<file path="config.mk">
export PLATFORM = sky130hd
export DESIGN_NAME = knightsTour
export DESIGN_NICKNAME = d
export VERILOG_FILES = /design/src/knightsTourPkg.sv /design/src/uartRx.sv /design/src/uartTx.sv /design/src/cmdLink.sv /design/src/spiMaster.sv /design/src/cmdProc.sv /design/src/knightsTour.sv
export VERILOG_INCLUDE_DIRS = /design/src
export SDC_FILE = /design/constraint.sdc
export NUM_CORES = 1
export LEC_CHECK = 0
export BUFFER_PORTS_ARGS = -buffer_cell sky130_fd_sc_hd__buf_2
export CAP_MARGIN = 10
export CORE_MARGIN = 3
export CORE_UTILIZATION = 46
export DETAILED_ROUTE_END_ITERATION = 6
export PLACE_DENSITY = 0.71
export SYNTH_ARGS = -nofsm -noshare
export SYNTH_HDL_FRONTEND = slang
export SYNTH_SLANG_ARGS = --single-unit
</file>
<file path="constraint.sdc">
create_clock -name clk -period 2.01 [get_ports clk]
set_input_delay 0.402 -clock clk [delete_from_list [all_inputs] [get_ports clk]]
set_output_delay 0.402 -clock clk [all_outputs]
set_load 0.05 [all_outputs]
</file>
<file path="src/knightsTour_config.svh">
`ifndef KNIGHTSTOUR_CONFIG_SVH
`define KNIGHTSTOUR_CONFIG_SVH

////////////////////////////////////////
// Timing divisors
////////////////////////////////////////

// Clocks per UART bit
`define KT_BAUD_DIV 16

// Clocks per SCLK half period
`define KT_SPI_DIV 4

////////////////////////////////////////
// Response bytes and calibration table
////////////////////////////////////////

// Positive and negative acknowledge
`define KT_ACK 8'hA5
`define KT_NAK 8'h5A

// Number of register writes sent to the inertial sensor
`define KT_CAL_LEN 4

// Register writes in the order they go out
`define KT_CAL_WORD0 16'h0D02
`define KT_CAL_WORD1 16'h1053
`define KT_CAL_WORD2 16'h1150
`define KT_CAL_WORD3 16'h1460

`endif

</file>
<file path="src/knightsTourPkg.sv">
`default_nettype none

package knightsTourPkg;

  ////////////////////////////////////////
  // Vector types
  ////////////////////////////////////////

  // One UART data byte
  typedef logic [7:0] byteT;

  // Raw command as it comes off the link
  typedef logic [15:0] cmdWordT;

  // Upper nibble of a command
  typedef logic [3:0] opcodeT;

  // Lower twelve bits of a command
  typedef logic [11:0] headingT;

  // One SPI frame to the inertial sensor
  typedef logic [15:0] spiWordT;

  // Command split into its two fields, opcode on top
  typedef struct packed {
    opcodeT  opcode;
    headingT operand;
  } cmdT;

  // Opcodes handled by this front end
  localparam opcodeT OP_CAL  = 4'd2;
  localparam opcodeT OP_MOVE = 4'd4;

  // Command processor states
  typedef enum logic [1:0] {
    IDLE,
    CAL_SEND,
    CAL_WAIT,
    RESPOND
  } procStateT;

endpackage

`default_nettype wire

</file>
<file path="src/uartRx.sv">
`timescale 1ns/1ps
`default_nettype none
`include "knightsTour_config.svh"

module uartRx (
  input  logic                 clk,
  input  logic                 reset,
  input  logic                 rx,
  output knightsTourPkg::byteT rxByte,
  output logic                 rxValid
);

  import knightsTourPkg::*;

  localparam int CNT_W = $clog2(`KT_BAUD_DIV);
  // Reload for a full bit, and half a bit to reach the start bit centre
  localparam logic [CNT_W-1:0] FULL_LOAD = CNT_W'(`KT_BAUD_DIV - 1);
  localparam logic [CNT_W-1:0] HALF_LOAD = CNT_W'(`KT_BAUD_DIV / 2 - 1);
  // Slot 0 is the start bit, slots 1 to 8 the data
  localparam logic [3:0] STOP_SLOT = 4'd9;

  logic [2:0]       rxSync;
  logic             rxIn;
  logic             startEdge;
  logic             busy;
  logic [CNT_W-1:0] baudCnt;
  logic [3:0]       bitSlot;
  byteT             shiftReg;

  // Two synchronizer flops plus one history flop, line idles high
  always_ff @(posedge clk) begin
    if (reset) begin
      rxSync <= 3'b111;
    end else begin
      rxSync <= {rxSync[1:0], rx};
    end
  end

  assign rxIn      = rxSync[1];
  assign startEdge = rxSync[2] && !rxSync[1];

  always_ff @(posedge clk) begin
    if (reset) begin
      busy    <= 1'b0;
      baudCnt <= '0;
      bitSlot <= '0;
      rxValid <= 1'b0;
    end else begin
      rxValid <= 1'b0;
      if (!busy) begin
        // Wait for the falling edge of a start bit
        if (startEdge) begin
          busy    <= 1'b1;
          baudCnt <= HALF_LOAD;
          bitSlot <= '0;
        end
      end else if (baudCnt != '0) begin
        baudCnt <= baudCnt - 1'b1;
      end else begin
        // Centre of the current bit slot
        baudCnt <= FULL_LOAD;
        bitSlot <= bitSlot + 1'b1;
        if (bitSlot == '0) begin
          // Line back high, only a glitch
          if (rxIn) begin
            busy <= 1'b0;
          end
        end else if (bitSlot == STOP_SLOT) begin
          // Framing error drops the byte
          busy    <= 1'b0;
          rxValid <= rxIn;
        end else begin
          // LSB arrives first
          shiftReg <= {rxIn, shiftReg[7:1]};
        end
      end
    end
  end

  assign rxByte = shiftReg;

endmodule

`default_nettype wire

</file>
<file path="src/uartTx.sv">
`timescale 1ns/1ps
`default_nettype none
`include "knightsTour_config.svh"

module uartTx (
  input  logic                 clk,
  input  logic                 reset,
  input  knightsTourPkg::byteT txByte,
  input  logic                 txStart,
  output logic                 tx,
  output logic                 txBusy
);

  localparam int CNT_W = $clog2(`KT_BAUD_DIV);
  localparam logic [CNT_W-1:0] FULL_LOAD = CNT_W'(`KT_BAUD_DIV - 1);
  // Start, eight data bits, stop
  localparam logic [3:0] LAST_SLOT = 4'd9;

  logic [9:0]       frame;
  logic [CNT_W-1:0] baudCnt;
  logic [3:0]       bitSlot;

  always_ff @(posedge clk) begin
    if (reset) begin
      // All ones keeps the line idle
      frame   <= '1;
      txBusy  <= 1'b0;
      baudCnt <= '0;
      bitSlot <= '0;
    end else if (!txBusy) begin
      if (txStart) begin
        // Stop bit on top, start bit goes out first
        frame   <= {1'b1, txByte, 1'b0};
        txBusy  <= 1'b1;
        baudCnt <= FULL_LOAD;
        bitSlot <= '0;
      end
    end else if (baudCnt != '0) begin
      baudCnt <= baudCnt - 1'b1;
    end else begin
      // End of a bit slot, fill with idle level
      baudCnt <= FULL_LOAD;
      frame   <= {1'b1, frame[9:1]};
      bitSlot <= bitSlot + 1'b1;
      if (bitSlot == LAST_SLOT) begin
        txBusy <= 1'b0;
      end
    end
  end

  // Line driven straight from the shift register
  assign tx = frame[0];

endmodule

`default_nettype wire

</file>
<file path="src/cmdLink.sv">
`timescale 1ns/1ps
`default_nettype none

module cmdLink (
  input  logic                 clk,
  input  logic                 reset,
  input  logic                 rx,
  output logic                 tx,
  output knightsTourPkg::cmdT  cmd,
  output logic                 cmdValid,
  input  knightsTourPkg::byteT respByte,
  input  logic                 respValid,
  output logic                 respReady
);

  import knightsTourPkg::*;

  byteT    rxByte;
  logic    rxValid;
  byteT    highByte;
  logic    lowPhase;
  cmdWordT cmdWord;
  logic    txStart;
  logic    txBusy;

  uartRx u_uartRx (
    .clk     (clk),
    .reset   (reset),
    .rx      (rx),
    .rxByte  (rxByte),
    .rxValid (rxValid)
  );

  // Byte phase, low means the next byte is the high byte
  always_ff @(posedge clk) begin
    if (reset) begin
      lowPhase <= 1'b0;
      cmdValid <= 1'b0;
    end else begin
      cmdValid <= rxValid && lowPhase;
      if (rxValid) begin
        lowPhase <= !lowPhase;
      end
    end
  end

  // High byte first, then the whole word
  assign cmdWord = {highByte, rxByte};

  always_ff @(posedge clk) begin
    if (rxValid && !lowPhase) begin
      highByte <= rxByte;
    end
    if (rxValid && lowPhase) begin
      cmd <= cmdT'(cmdWord);
    end
  end

  // Transmitter accepts whenever it is idle
  assign respReady = !txBusy;
  assign txStart   = respValid && respReady;

  uartTx u_uartTx (
    .clk     (clk),
    .reset   (reset),
    .txByte  (respByte),
    .txStart (txStart),
    .tx      (tx),
    .txBusy  (txBusy)
  );

endmodule

`default_nettype wire

</file>
<file path="src/spiMaster.sv">
`timescale 1ns/1ps
`default_nettype none
`include "knightsTour_config.svh"

module spiMaster (
  input  logic                    clk,
  input  logic                    reset,
  input  knightsTourPkg::spiWordT spiFrame,
  input  logic                    frameValid,
  output logic                    frameReady,
  output logic                    frameDone,
  output logic                    ssN,
  output logic                    sclk,
  output logic                    mosi,
  input  logic                    miso
);

  import knightsTourPkg::*;

  localparam int DIV_W = $clog2(`KT_SPI_DIV + 1);
  localparam logic [DIV_W-1:0] DIV_LOAD = DIV_W'(`KT_SPI_DIV - 1);
  // 32 SCLK edges, then one more half period before deselect
  localparam logic [5:0] LAST_EDGE = 6'd32;

  logic             active;
  logic             tick;
  logic [DIV_W-1:0] divCnt;
  logic [5:0]       edgeCnt;
  spiWordT          shiftReg;
  logic             misoBit;

  assign frameReady = !active;
  // One event per SCLK half period
  assign tick = active && (divCnt == '0);
  // MSB first, held low while deselected
  assign mosi = !ssN && shiftReg[15];

  always_ff @(posedge clk) begin
    if (reset) begin
      active    <= 1'b0;
      ssN       <= 1'b1;
      sclk      <= 1'b0;
      frameDone <= 1'b0;
      divCnt    <= '0;
      edgeCnt   <= '0;
    end else begin
      frameDone <= 1'b0;
      if (!active) begin
        if (frameValid) begin
          active  <= 1'b1;
          ssN     <= 1'b0;
          divCnt  <= DIV_LOAD;
          edgeCnt <= '0;
        end
      end else if (!tick) begin
        divCnt <= divCnt - 1'b1;
      end else begin
        divCnt  <= DIV_LOAD;
        edgeCnt <= edgeCnt + 1'b1;
        if (edgeCnt == LAST_EDGE) begin
          active    <= 1'b0;
          ssN       <= 1'b1;
          frameDone <= 1'b1;
        end else begin
          // Even edges rise, odd edges fall
          sclk <= !edgeCnt[0];
        end
      end
    end
  end

  // Sample miso on rise, shift on fall so mosi moves on the falling edge
  always_ff @(posedge clk) begin
    if (frameValid && frameReady) begin
      shiftReg <= spiFrame;
    end else if (tick && edgeCnt != LAST_EDGE) begin
      if (!edgeCnt[0]) begin
        misoBit <= miso;
      end else begin
        shiftReg <= {shiftReg[14:0], misoBit};
      end
    end
  end

endmodule

`default_nettype wire

</file>
<file path="src/cmdProc.sv">
`timescale 1ns/1ps
`default_nettype none
`include "knightsTour_config.svh"

module cmdProc (
  input  logic                    clk,
  input  logic                    reset,
  input  knightsTourPkg::cmdT     cmd,
  input  logic                    cmdValid,
  output knightsTourPkg::spiWordT spiFrame,
  output logic                    frameValid,
  input  logic                    frameReady,
  input  logic                    frameDone,
  output knightsTourPkg::byteT    respByte,
  output logic                    respValid,
  input  logic                    respReady,
  output logic                    calDone,
  output knightsTourPkg::headingT heading
);

  import knightsTourPkg::*;

  localparam int IDX_W = $clog2(`KT_CAL_LEN);
  localparam logic [IDX_W-1:0] LAST_IDX = IDX_W'(`KT_CAL_LEN - 1);
  // Sensor register writes for calibration, sent in index order
  localparam spiWordT CAL_TABLE [`KT_CAL_LEN] = '{
    `KT_CAL_WORD0,
    `KT_CAL_WORD1,
    `KT_CAL_WORD2,
    `KT_CAL_WORD3
  };

  procStateT        state;
  procStateT        nextState;
  logic [IDX_W-1:0] calIdx;
  logic             lastFrame;
  logic             knownOp;

  assign lastFrame = (calIdx == LAST_IDX);
  assign knownOp   = (cmd.opcode == OP_CAL) || (cmd.opcode == OP_MOVE);

  // Handshake outputs follow the state
  assign spiFrame   = CAL_TABLE[calIdx];
  assign frameValid = (state == CAL_SEND);
  assign respValid  = (state == RESPOND);

  ////////////////////////////////////////
  // Next state
  ////////////////////////////////////////
  always_comb begin
    nextState = state;
    case (state)
      IDLE: begin
        // Commands are only taken here
        if (cmdValid) begin
          nextState = (cmd.opcode == OP_CAL) ? CAL_SEND : RESPOND;
        end
      end
      CAL_SEND: begin
        if (frameReady) begin
          nextState = CAL_WAIT;
        end
      end
      CAL_WAIT: begin
        // Next frame or done with the table
        if (frameDone) begin
          nextState = lastFrame ? RESPOND : CAL_SEND;
        end
      end
      RESPOND: begin
        if (respReady) begin
          nextState = IDLE;
        end
      end
      default: begin
        nextState = IDLE;
      end
    endcase
  end

  ////////////////////////////////////////
  // State and control registers
  ////////////////////////////////////////
  always_ff @(posedge clk) begin
    if (reset) begin
      state   <= IDLE;
      calIdx  <= '0;
      calDone <= 1'b0;
      heading <= '0;
    end else begin
      state <= nextState;
      if (state == IDLE && cmdValid) begin
        calIdx <= '0;
        if (cmd.opcode == OP_MOVE) begin
          heading <= cmd.operand;
        end
      end
      if (state == CAL_WAIT && frameDone) begin
        // Sticky until reset
        if (lastFrame) begin
          calDone <= 1'b1;
        end else begin
          calIdx <= calIdx + 1'b1;
        end
      end
    end
  end

  // Response chosen at decode, held through calibration
  always_ff @(posedge clk) begin
    if (state == IDLE && cmdValid) begin
      respByte <= knownOp ? `KT_ACK : `KT_NAK;
    end
  end

endmodule

`default_nettype wire

</file>
<file path="src/knightsTour.sv">
`timescale 1ns/1ps
`default_nettype none

module knightsTour (
  input  logic                    clk,
  input  logic                    reset,
  input  logic                    rx,
  output logic                    tx,
  output logic                    ssN,
  output logic                    sclk,
  output logic                    mosi,
  input  logic                    miso,
  output logic                    calDone,
  output knightsTourPkg::headingT heading
);

  import knightsTourPkg::*;

  // Command path
  cmdT     cmd;
  logic    cmdValid;
  // Response path
  byteT    respByte;
  logic    respValid;
  logic    respReady;
  // Sensor frame path
  spiWordT spiFrame;
  logic    frameValid;
  logic    frameReady;
  logic    frameDone;

  // UART receive and transmit
  cmdLink u_cmdLink (
    .clk       (clk),
    .reset     (reset),
    .rx        (rx),
    .tx        (tx),
    .cmd       (cmd),
    .cmdValid  (cmdValid),
    .respByte  (respByte),
    .respValid (respValid),
    .respReady (respReady)
  );

  cmdProc u_cmdProc (
    .clk        (clk),
    .reset      (reset),
    .cmd        (cmd),
    .cmdValid   (cmdValid),
    .spiFrame   (spiFrame),
    .frameValid (frameValid),
    .frameReady (frameReady),
    .frameDone  (frameDone),
    .respByte   (respByte),
    .respValid  (respValid),
    .respReady  (respReady),
    .calDone    (calDone),
    .heading    (heading)
  );

  // Inertial sensor port
  spiMaster u_spiMaster (
    .clk        (clk),
    .reset      (reset),
    .spiFrame   (spiFrame),
    .frameValid (frameValid),
    .frameReady (frameReady),
    .frameDone  (frameDone),
    .ssN        (ssN),
    .sclk       (sclk),
    .mosi       (mosi),
    .miso       (miso)
  );

endmodule

`default_nettype wire

</file>
==> run metrics, run 1 <==
Worst setup EP type=flip-flop; Die ar.=roughly 11000 sq um; Tcrit/Tclk final=0.8863; syn avg cell area=between 10 and 15 sq um; highest clock rate=approximately 560 MHz; area leader, netlist=edfxtp_1; clock share of power=0.528; CTS root buffer=clkbuf_8; vias per inst=just over 5; Most used DFF post-synth=dfxtp_1; num ports=21; Clock Pin Slew Worst Setup and Hold Paths=~60 ps; slew margin rel.=0.6936; Seq/Total Area, Yosys=0.6041; initial antenna violation count=0; via count=2922; fin nets=~460; Area Growth Syn to Fin=17.24%; area share of the largest cell type after synthesis=0.3313; Tmin final=1781 ps; row cnt=35; vias in the first global route=~2800; top cells by area, synth=edfxtp_1, dfxtp_1, ha_1; min-delay worst type=in2reg; final instance area=about 5400 sq um; first-pass detailed-route iteration total=4; Antenna Nets Post-Route=0; initial drt markers=131; drc violations=0; clk_lat worst skew=510 ps; pwr dens=approximately 980 nW/um^2; CTS tree=built; Seq pwr share=0.458; Setup violations, final=0; critical path arrival=1980 ps; Slew Viols, Final=0; Setup crit start kind=flip-flop; Area after DPL=approximately 4800 sq um; Util after Layout=0.5704; Mapped Cells=404; WS Path Type=reg2reg; layout cells sized above 1=0.1674; Mapped Nets=around 420; aggregate global routing overflow=0; Synth Warn #=0; Worst Tran Pin Value=roughly 460 ps; Switching Share=0.2129; CTS buffer count=17; Clock Tree Buf Depth=2; # diodes=0; GPL Wtd Cong=around 0.76; Routed WL=about 7.5 mm; Post-CTS Setup Bufs=0; Final Hold Fails=0; P_int=between 4 and 5 mW; Clock Sinks=114; Wirelength per Cell=roughly 13 um; Hold-fix buffers, CTS=0; Die H=approximately 110 um; htree depth=4; Post-synth EDFFs=between 50 and 60; count of input and output buffers=20; Die Wd=106.3 um; initial core utilization=0.4865; Total GRT Usage=0.1467; hpwl dp=4.866 mm; outcome=completed; Seq cells post-synth=between 100 and 150; Comb pwr share=0.015; most common cell after layout, fill and taps aside=dfxtp_1; largest net degree at the start of global routing=30; RSZ-0062 raised after global routing=false; Worst Path Max Fanout=16; Worst EP required=roughly 2200 ps; Final Skew=around 9.6 ps; post-synth cell types=51; NetSw=between 1 and 1.5 mW; P_leak=2.127 nW; final setup TNS=0 ps; Final Instance Count excl. Fillers=577; global-route wire length before repair=12.97 mm; Post-Syn Area=roughly 4600 sq um; CORE AREA=9503 sq um; most frequent cells in the layout=dfxtp_1, edfxtp_1, nor2_1, nand2_1, inv_1; Max VDD drop=roughly 730 uV; Inst Count DP=545; Async SR Flop Fraction=0; MaxCap Viol Count=0
## kinds of logic after synthesis
| logic type | after synthesis | synth area share |
|---|---|---|
| adders and majority gates | 16 | 0.04330 |
| AOI/OAI and AO/OA | 66 | 0.09635 |
| muxes | 14 | 0.03329 |
| xor gates and xnor gates | 6 | 0.01137 |
| and+or+nand+nor | 149 | 0.1708 |
| DFF | 114 | 0.6041 |
| buffers and inverters | 39 | 0.04087 |
## layout make-up
| type | instances | area, sq um |
|---|---|---|
| Clock inverter | 13 | 125.1 |
| Sequential cell | 114 | 2793 |
| Timing Repair Buffer | 29 | 167.7 |
| Tap cell | 129 | 161.4 |
| Multi-Input combinational cell | 251 | 1648 |
| Fill cell | 812 | 4083 |
| Inverter | 22 | 82.58 |
| Clock buffer | 19 | 442.9 |
## flip-flops by register name, indices dropped and copies added, names as in the netlist, 2 cells and up
register and flops:
u_cmdProc.heading 12, u_spiMaster.divCnt 3, u_cmdLink.u_uartTx.bitSlot 4, u_spiMaster.edgeCnt 6
u_cmdProc.respByte 2, u_cmdLink.u_uartRx.rxByte 8, u_cmdLink.u_uartTx.frame 9, u_cmdLink.cmd 16
u_cmdLink.highByte 8, u_cmdProc.state 2, u_cmdLink.u_uartTx.baudCnt 4, u_cmdLink.u_uartRx.bitSlot 4
u_cmdLink.u_uartRx.baudCnt 4, u_cmdLink.u_uartRx.rxSync 3, u_spiMaster.shiftReg 16, u_cmdProc.calIdx 2
## power groups by stage
stage	logic (mW)	clock network, mW	registers (mW)
after floorplan	0.0644	0	2.47
after global placement	0.0757	0	2.47
final	0.0776	2.80	2.43
after global routing	0.0888	2.99	2.43
after CTS	0.0791	2.86	2.43
after detailed placement	0.0786	0	2.47
## stage by stage
step                power [mW]  setup WS [ps]  hold WS [ps]
finish                   5.300          228.6         75.88
global route             5.503          61.69         41.69
CTS                      5.362          180.0         47.57
detailed placement       2.553          194.3         398.8
global placement         2.550          235.5         395.5
floorplan                2.534          165.3         389.5
## worst max-delay path, stage by stage, from the launching register on
cell	delay, ps
dfxtp_1	310
inv_1	70
ha_1	140
ha_1	180
nand2_2	130
a31oi_2	240
nand2_1	80
nand2_1	70
buf_4	240
## worst paths after layout
check | slack (ps) | start | endpoint | depth (start not counted)
max reg2reg | 230 | u_spiMaster.divCnt[0] | u_spiMaster.shiftReg[4] | 8
max | 230 | u_spiMaster.divCnt[0] | u_spiMaster.shiftReg[4] | 8
min | 80 | rx | u_cmdLink.u_uartRx.rxSync[0] | 2
min reg2reg | 410 | u_cmdLink.u_uartRx.rxSync[0] | u_cmdLink.u_uartRx.rxSync[1] | 1
## cell usage after synthesis (all sizes together) (6+ instances only)
cell type and number:
edfxtp 51, o21ai 7, nand2 32, nand2b 8, a211oi 16, o21bai 10, ha 16, and2 14
clkbuf 7, nand3 6, a21oi 18, nor3 11, dfxtp 63, nor2b 8, inv 22, mux2i 12
nor2 48, buf 10
## routing by layer
metal | part of all wire | track usage | vias to the layer above | routed length, um
met3 | 0.025 | 0.05829 | 9 | 190
met4 | 0.012 | 0.05550 | 0 | 87
met1 | 0.48 | 0.1835 | 1389 | 3591
li1 | - | - | 1493 | -
met2 | 0.48 | 0.2290 | 31 | 3608
met5 | 0 | 0 | - | 0
## repair_timing
item | 4_1_cts | 5_1_grt
resized for setup | 0 | 1
hold endpoints to repair | 0 | 0
endpoints found under the setup margin | 0 | 16
Note: power is estimated with default switching activity, not from simulation.
==> inputs of run 2 (changes only) <==
--- a/config.mk
+++ b/config.mk
@@ -10,6 +10,7 @@
 export CAP_MARGIN = 10
 export CORE_MARGIN = 3
 export CORE_UTILIZATION = 46
+export CTS_BUF_LIST = sky130_fd_sc_hd__clkbuf_16
 export DETAILED_ROUTE_END_ITERATION = 6
 export PLACE_DENSITY = 0.71
 export SYNTH_ARGS = -nofsm -noshare
==> run 2 against run 1 <==
  * Count of clock-buffer cells in the layout is 1 lower
  * Sequential power hardly changed
  * Non-clock buffer count stayed put
  * Register-to-register slack hardly changed
  * Worst setup slack worse by 1.6 ps
  * Global-route usage hardly changed
  * Maximum frequency hardly changed
  * Die area stayed put
  * Utilization is 0.12 points higher
  * Clock power is 2% higher
  * Largest cell class unchanged
  * Largest power group unchanged
  * Highest routed layer unchanged
==> run metrics, run 2 (same netlist as run 1, synthesis figures left out) <==
WS Path Type=reg2reg; Final Hold Fails=0 (unchanged); CTS tree=built; Tcrit/Tclk final=0.8871 (about the same); row cnt=35 (unchanged); Worst EP required=2100 ps (-110 ps); vias in the first global route=2801 (-0.11%); largest net degree at the start of global routing=30 (unchanged); pwr dens=986.5 nW/um^2 (+0.89%); htree depth=4 (unchanged); CP max-delay cell=dfxtp_1; delay-heaviest family, CP=adder cells; Wirelength per Cell=13.00 um (+0.32%); Seq pwr share=0.453 (-0.005); MaxCap Viol Count=0 (unchanged); Reg2Reg Setup Slack=230 ps (about the same); final instance area=5431 sq um (+0.21%); Worst setup EP type=flip-flop; Die Wd=106.3 um (unchanged); Inst Count DP=545 (unchanged); WP buf/inv=2 (unchanged); initial drt markers=144 (+9.9%); Slew Viols, Final=0 (unchanged); clk_lat worst skew=400 ps (-110 ps); CORE AREA=9503 sq um (unchanged); GPL Wtd Cong=0.7626 (unchanged); CTS buffer count=17 (unchanged); Comb pwr share=0.014 (about the same); Setup crit start kind=flip-flop; num ports=21 (unchanged); Max VDD drop=734.4 uV (+0.50%); CTS root buffer=clkbuf_16; drc violations=0 (unchanged); layout cells sized above 1=0.1674 (unchanged); P_int=4.228 mW (+1.4%); outcome=completed; global-route wire length before repair=12.94 mm (-0.16%); vias per inst=5.049 (-0.31%); Area Growth Syn to Fin=17.48%; Critical Path Max Stage Delay=310 ps (about the same); most common cell after layout, fill and taps aside=dfxtp_1; Die H=106.3 um (unchanged); first-pass detailed-route iteration total=4 (unchanged); Final Instance Count excl. Fillers=577 (unchanged); aggregate global routing overflow=0 (unchanged); Clock Pin Slew Worst Setup and Hold Paths=50 ps (about the same); # diodes=0 (unchanged); Area after DPL=4846 sq um (unchanged); most frequent cells in the layout=dfxtp_1, edfxtp_1, nor2_1, nand2_1, inv_1; Final Skew=8.093 ps (-1.522 ps); Total GRT Usage=0.1465 (-0.0002602); Routed WL=7.502 mm (+0.32%); Die ar.=11290 sq um (unchanged); final setup TNS=0 ps (unchanged); Worst Path Max Fanout=16 (unchanged); total power=5.358 mW (+1.1%); filler cell count=812 (unchanged); critical path arrival=1880 ps (-100 ps); hpwl dp=4.866 mm (unchanged); Setup violations, final=0 (unchanged); Worst Tran Pin Value=460.5 ps (+2.962 ps); FF/Latch Area=2793 sq um (unchanged); Clock Sinks=114 (unchanged); highest clock rate=560.9 MHz (about the same); Place WS=194.3 ps (unchanged); area occupied by multi-input gates=1648 sq um (unchanged); NetSw=1.130 mW (+0.14%); min-delay worst type=in2reg; RSZ-0062 raised after global routing=false; crit-path cells=inv_1 > ha_1 > ha_1 > nand2_2 > a31oi_2 > nand2_1 > nand2_1 > buf_4; Antenna Nets Post-Route=0 (unchanged); count of input and output buffers=20 (unchanged); final worst slack=227.0 ps (-1.594 ps); largest registers=u_cmdLink.cmd x16, u_spiMaster.shiftReg x16, u_cmdProc.heading x12; initial core utilization=0.4865 (unchanged); initial antenna violation count=0 (unchanged); Clock Tree Buf Depth=2 (unchanged); fin nets=455 (unchanged); via count=2913 (-0.31%); Tmin final=1783 ps (+1.594 ps); slew margin rel.=0.6916 (-0.001983); P_leak=2.137 nW (+0.44%); clock share of power=0.533 (+0.005); Switching Share=0.2109 (-0.002026)
[run 2: through the flow]
stage	hold WS [ps]	util
floorplan	389.5	-
global placement	395.5	0.5099
detailed placement	398.8	0.5099
CTS	162.6	0.5709
global route	159.5	0.5716
finish	179.0	0.5716
[run 2: power by group through the flow]
stage,Clock [mW],Sequential [mW],Combinational (mW)
5_1_grt,3.04,2.43,0.0888
6_report,2.85,2.43,0.0774
3_3_place_gp,0,2.47,0.0757
3_5_place_dp,0,2.47,0.0786
2_1_floorplan,0,2.47,0.0644
4_1_cts,2.91,2.43,0.0791
[run 2: per-layer routing]
layer / wire length, um / vias to the layer above / GRT usage
li1: - / 1494 / -
met1: 3570 / 1381 / 0.1831
met2: 3639 / 30 / 0.2285
met3: 215 / 8 / 0.05829
met4: 76 / 0 / 0.05550
met5: 0 / - / 0
[run 2: worst paths after layout]
| path | startpoint | endpoint | cells after the start |
|---|---|---|---|
| max reg2reg | u_spiMaster.divCnt[0] | u_spiMaster.shiftReg[9] | 8 |
| max | u_spiMaster.divCnt[0] | u_spiMaster.shiftReg[9] | 8 |
| min reg2reg | u_cmdLink.u_uartRx.rxSync[0] | u_cmdLink.u_uartRx.rxSync[1] | 1 |
| min | rx | u_cmdLink.u_uartRx.rxSync[0] | 2 |
[run 2: layout make-up]
| type | count | share of cell area |
|---|---|---|
| Clock inverter | 14 | 0.02373 |
| Tap cell | 129 | 0.02972 |
| Inverter | 22 | 0.01520 |
| Clock buffer | 18 | 0.08293 |
| Timing Repair Buffer | 29 | 0.03087 |
| Multi-Input combinational cell | 251 | 0.3034 |
| Sequential cell | 114 | 0.5142 |
[run 2: what timing repair did]
item                       in CTS  in global routing
resized for setup               0                  1
setup buffers                   0                  0
hold buffers                    0                  0
setup endpoints to repair       0                 16
==> inputs of run 3 (changes only) <==
--- a/config.mk
+++ b/config.mk
@@ -11,6 +11,7 @@
 export CORE_MARGIN = 3
 export CORE_UTILIZATION = 46
 export CTS_BUF_LIST = sky130_fd_sc_hd__clkbuf_16
+export CTS_CLUSTER_SIZE = 30
 export DETAILED_ROUTE_END_ITERATION = 6
 export PLACE_DENSITY = 0.71
 export SYNTH_ARGS = -nofsm -noshare
==> constraint.sdc (replaced) <==
create_clock -name clk -period 2.01 [get_ports clk]
set_input_delay 0.201 -clock clk [delete_from_list [all_inputs] [get_ports clk]]
set_output_delay 0.201 -clock clk [all_outputs]
set_load 0.05 [all_outputs]
==> run 3 against run 2 <==
  * Global-route usage grew 0.54 points
  * Combinational power rose by 6.2%
  * Largest power group unchanged
  * Worst hold slack worse by 35 ps
  * Count of clock-buffer cells in the layout shrank 1
  * Clock power up 8.1%
  * Sequential share of layout area decreased by 0.41 points
  * Critical endpoint is now u_spiMaster.shiftReg[14]
  * Largest cell class unchanged
==> run metrics, run 3 (same netlist as run 1, synthesis figures left out) <==
outcome=completed; Worst Path Max Fanout=16 (unchanged); Total GRT Usage=0.1519 (+0.005404); final worst slack=151.3 ps (-75.75 ps); most frequent cells in the layout=dfxtp_1, edfxtp_1, nor2_1, nand2_1, inv_1; layout cells sized above 1=0.1604 (-0.007054); largest net degree at the start of global routing=31 (+3.3%); most common cell after layout, fill and taps aside=dfxtp_1; Wirelength per Cell=13.16 um (+1.3%); fin nets=456 (+0.22%); CP max-delay cell=dfxtp_1; drc violations=0 (unchanged); WP buf/inv=2 (unchanged); delay-heaviest family, CP=adder cells; Place WS=173.5 ps (-20.80 ps); initial drt markers=124 (-14%); aggregate global routing overflow=0 (unchanged); CTS root buffer=clkbuf_16; Final Hold Fails=0 (unchanged); Final Skew=9.631 ps (+1.538 ps); CORE AREA=9503 sq um (unchanged); critical path arrival=1950 ps (+70 ps); Tcrit/Tclk final=0.9247 (+0.03768); initial antenna violation count=0 (unchanged); Critical Path Max Stage Delay=300 ps (about the same); filler cell count=767 (-5.5%); pwr dens=1021 nW/um^2 (+3.5%); RSZ-0062 raised after global routing=false; first-pass detailed-route iteration total=4 (unchanged); row cnt=35 (unchanged); Routed WL=7.609 mm (+1.4%); Slew Viols, Final=0 (unchanged); Worst EP required=2100 ps (about the same); Clock Sinks=114 (unchanged); slew margin rel.=0.6815 (-0.01008); Worst setup EP type=flip-flop; # diodes=0 (unchanged); total power=5.592 mW (+4.4%); hpwl dp=4.967 mm (+2.1%); vias per inst=5.093 (+0.89%); Clock Tree Buf Depth=2 (unchanged); P_leak=2.169 nW (+1.5%); clk_lat worst skew=410 ps (about the same); count of input and output buffers=20 (unchanged); largest registers=u_cmdLink.cmd x16, u_spiMaster.shiftReg x16, u_cmdProc.heading x12; Setup violations, final=0 (unchanged); initial core utilization=0.4865 (unchanged); global-route wire length before repair=13.39 mm (+3.4%); WS Path Type=reg2reg; htree depth=4 (unchanged); Max VDD drop=870.4 uV (+19%); GPL Wtd Cong=0.7809 (+2.4%); CTS buffer count=17 (unchanged); Setup crit start kind=flip-flop; crit-path cells=inv_1 > ha_1 > ha_1 > nand2_2 > a31oi_1 > nand2_1 > nand2_1 > buf_4; Die ar.=11290 sq um (unchanged); final setup TNS=0 ps (unchanged); Worst Tran Pin Value=475.6 ps (+15.06 ps); Post-CTS Setup Bufs=0 (unchanged); Area Growth Syn to Fin=18.43%; Tmin final=1859 ps (+75.75 ps); CTS tree=built; Antenna Nets Post-Route=0 (unchanged); Die Wd=106.3 um (unchanged); min-delay worst type=in2reg; Die H=106.3 um (unchanged); Reg2Reg Setup Slack=150 ps (-80 ps); MaxCap Viol Count=0 (unchanged); num ports=21 (unchanged); vias in the first global route=2999 (+7.1%); Clock Pin Slew Worst Setup and Hold Paths=50 ps (about the same); highest clock rate=538.0 MHz (-4.1%); via count=2944 (+1.1%)
[run 3: cell types whose count changed in the layout (fill, tap and decap cells not counted), sizes merged]
cell / before / now
bufinv: 1 / 4
clkinvlp: 5 / 3
dlygate4sd3: 0 / 2
buf: 29 / 28
clkbuf: 18 / 17
clkinv: 3 / 4
inv: 27 / 26
[run 3: report_power, final]
| part | total (mW) | switching, mW | internal (mW) |
|---|---|---|---|
| logic | 0.0822 | 0.0479 | 0.0343 |
| registers | 2.43 | 0.0111 | 2.42 |
| clock network | 3.08 | 1.02 | 2.06 |
| total | 5.59 | 1.08 | 4.51 |
[run 3: metrics by stage]
stage / hold WS (ps) / util / std cells / cell area [sq um]
after floorplan: 299.9 / - / 404 / 4623
after global placement: 386.7 / 0.5092 / 544 / 4838
after detailed placement: 387.7 / 0.5092 / 544 / 4838
after CTS: 137.6 / 0.5762 / 578 / 5475
after global routing: 156.1 / 0.5762 / 578 / 5475
final: 144.3 / 0.5762 / 578 / 5475
[run 3: per-layer routing]
layer  vias to the layer above  share of wire  wire length, um  GRT usage
met5                         -              0                0          0
met4                         0          0.017              128    0.07678
met3                        10          0.033              248    0.05647
met2                        39           0.50             3808     0.2543
met1                      1399           0.45             3424     0.1692
li1                       1496              -                -          -
[run 3: cell type report]
class                           count  area, sq um  share of cell area
Sequential cell                   114         2793              0.5101
Multi-Input combinational cell    251         1642              0.2998
Clock buffer                       17        425.4             0.07770
Clock inverter                     15        191.4             0.03496
Timing Repair Buffer               30        180.2             0.03291
Tap cell                          129        161.4             0.02948
Inverter                           22        82.58             0.01508
[run 3: final timing paths]
check                                                  start                           end  cells past startpoint
worst max register to register         u_spiMaster.divCnt[1]      u_spiMaster.shiftReg[14]                      8
worst max-delay path                   u_spiMaster.divCnt[1]      u_spiMaster.shiftReg[14]                      8
worst min register to register  u_cmdLink.u_uartRx.rxSync[0]  u_cmdLink.u_uartRx.rxSync[1]                      1
worst min-delay path                                   reset          u_cmdProc.heading[9]                      2
[run 3: repair_timing]
item                                   in CTS  in global routing
endpoints found under the hold margin       2                  0
gates resized for setup                     0                  0
hold buffers                                2                  0
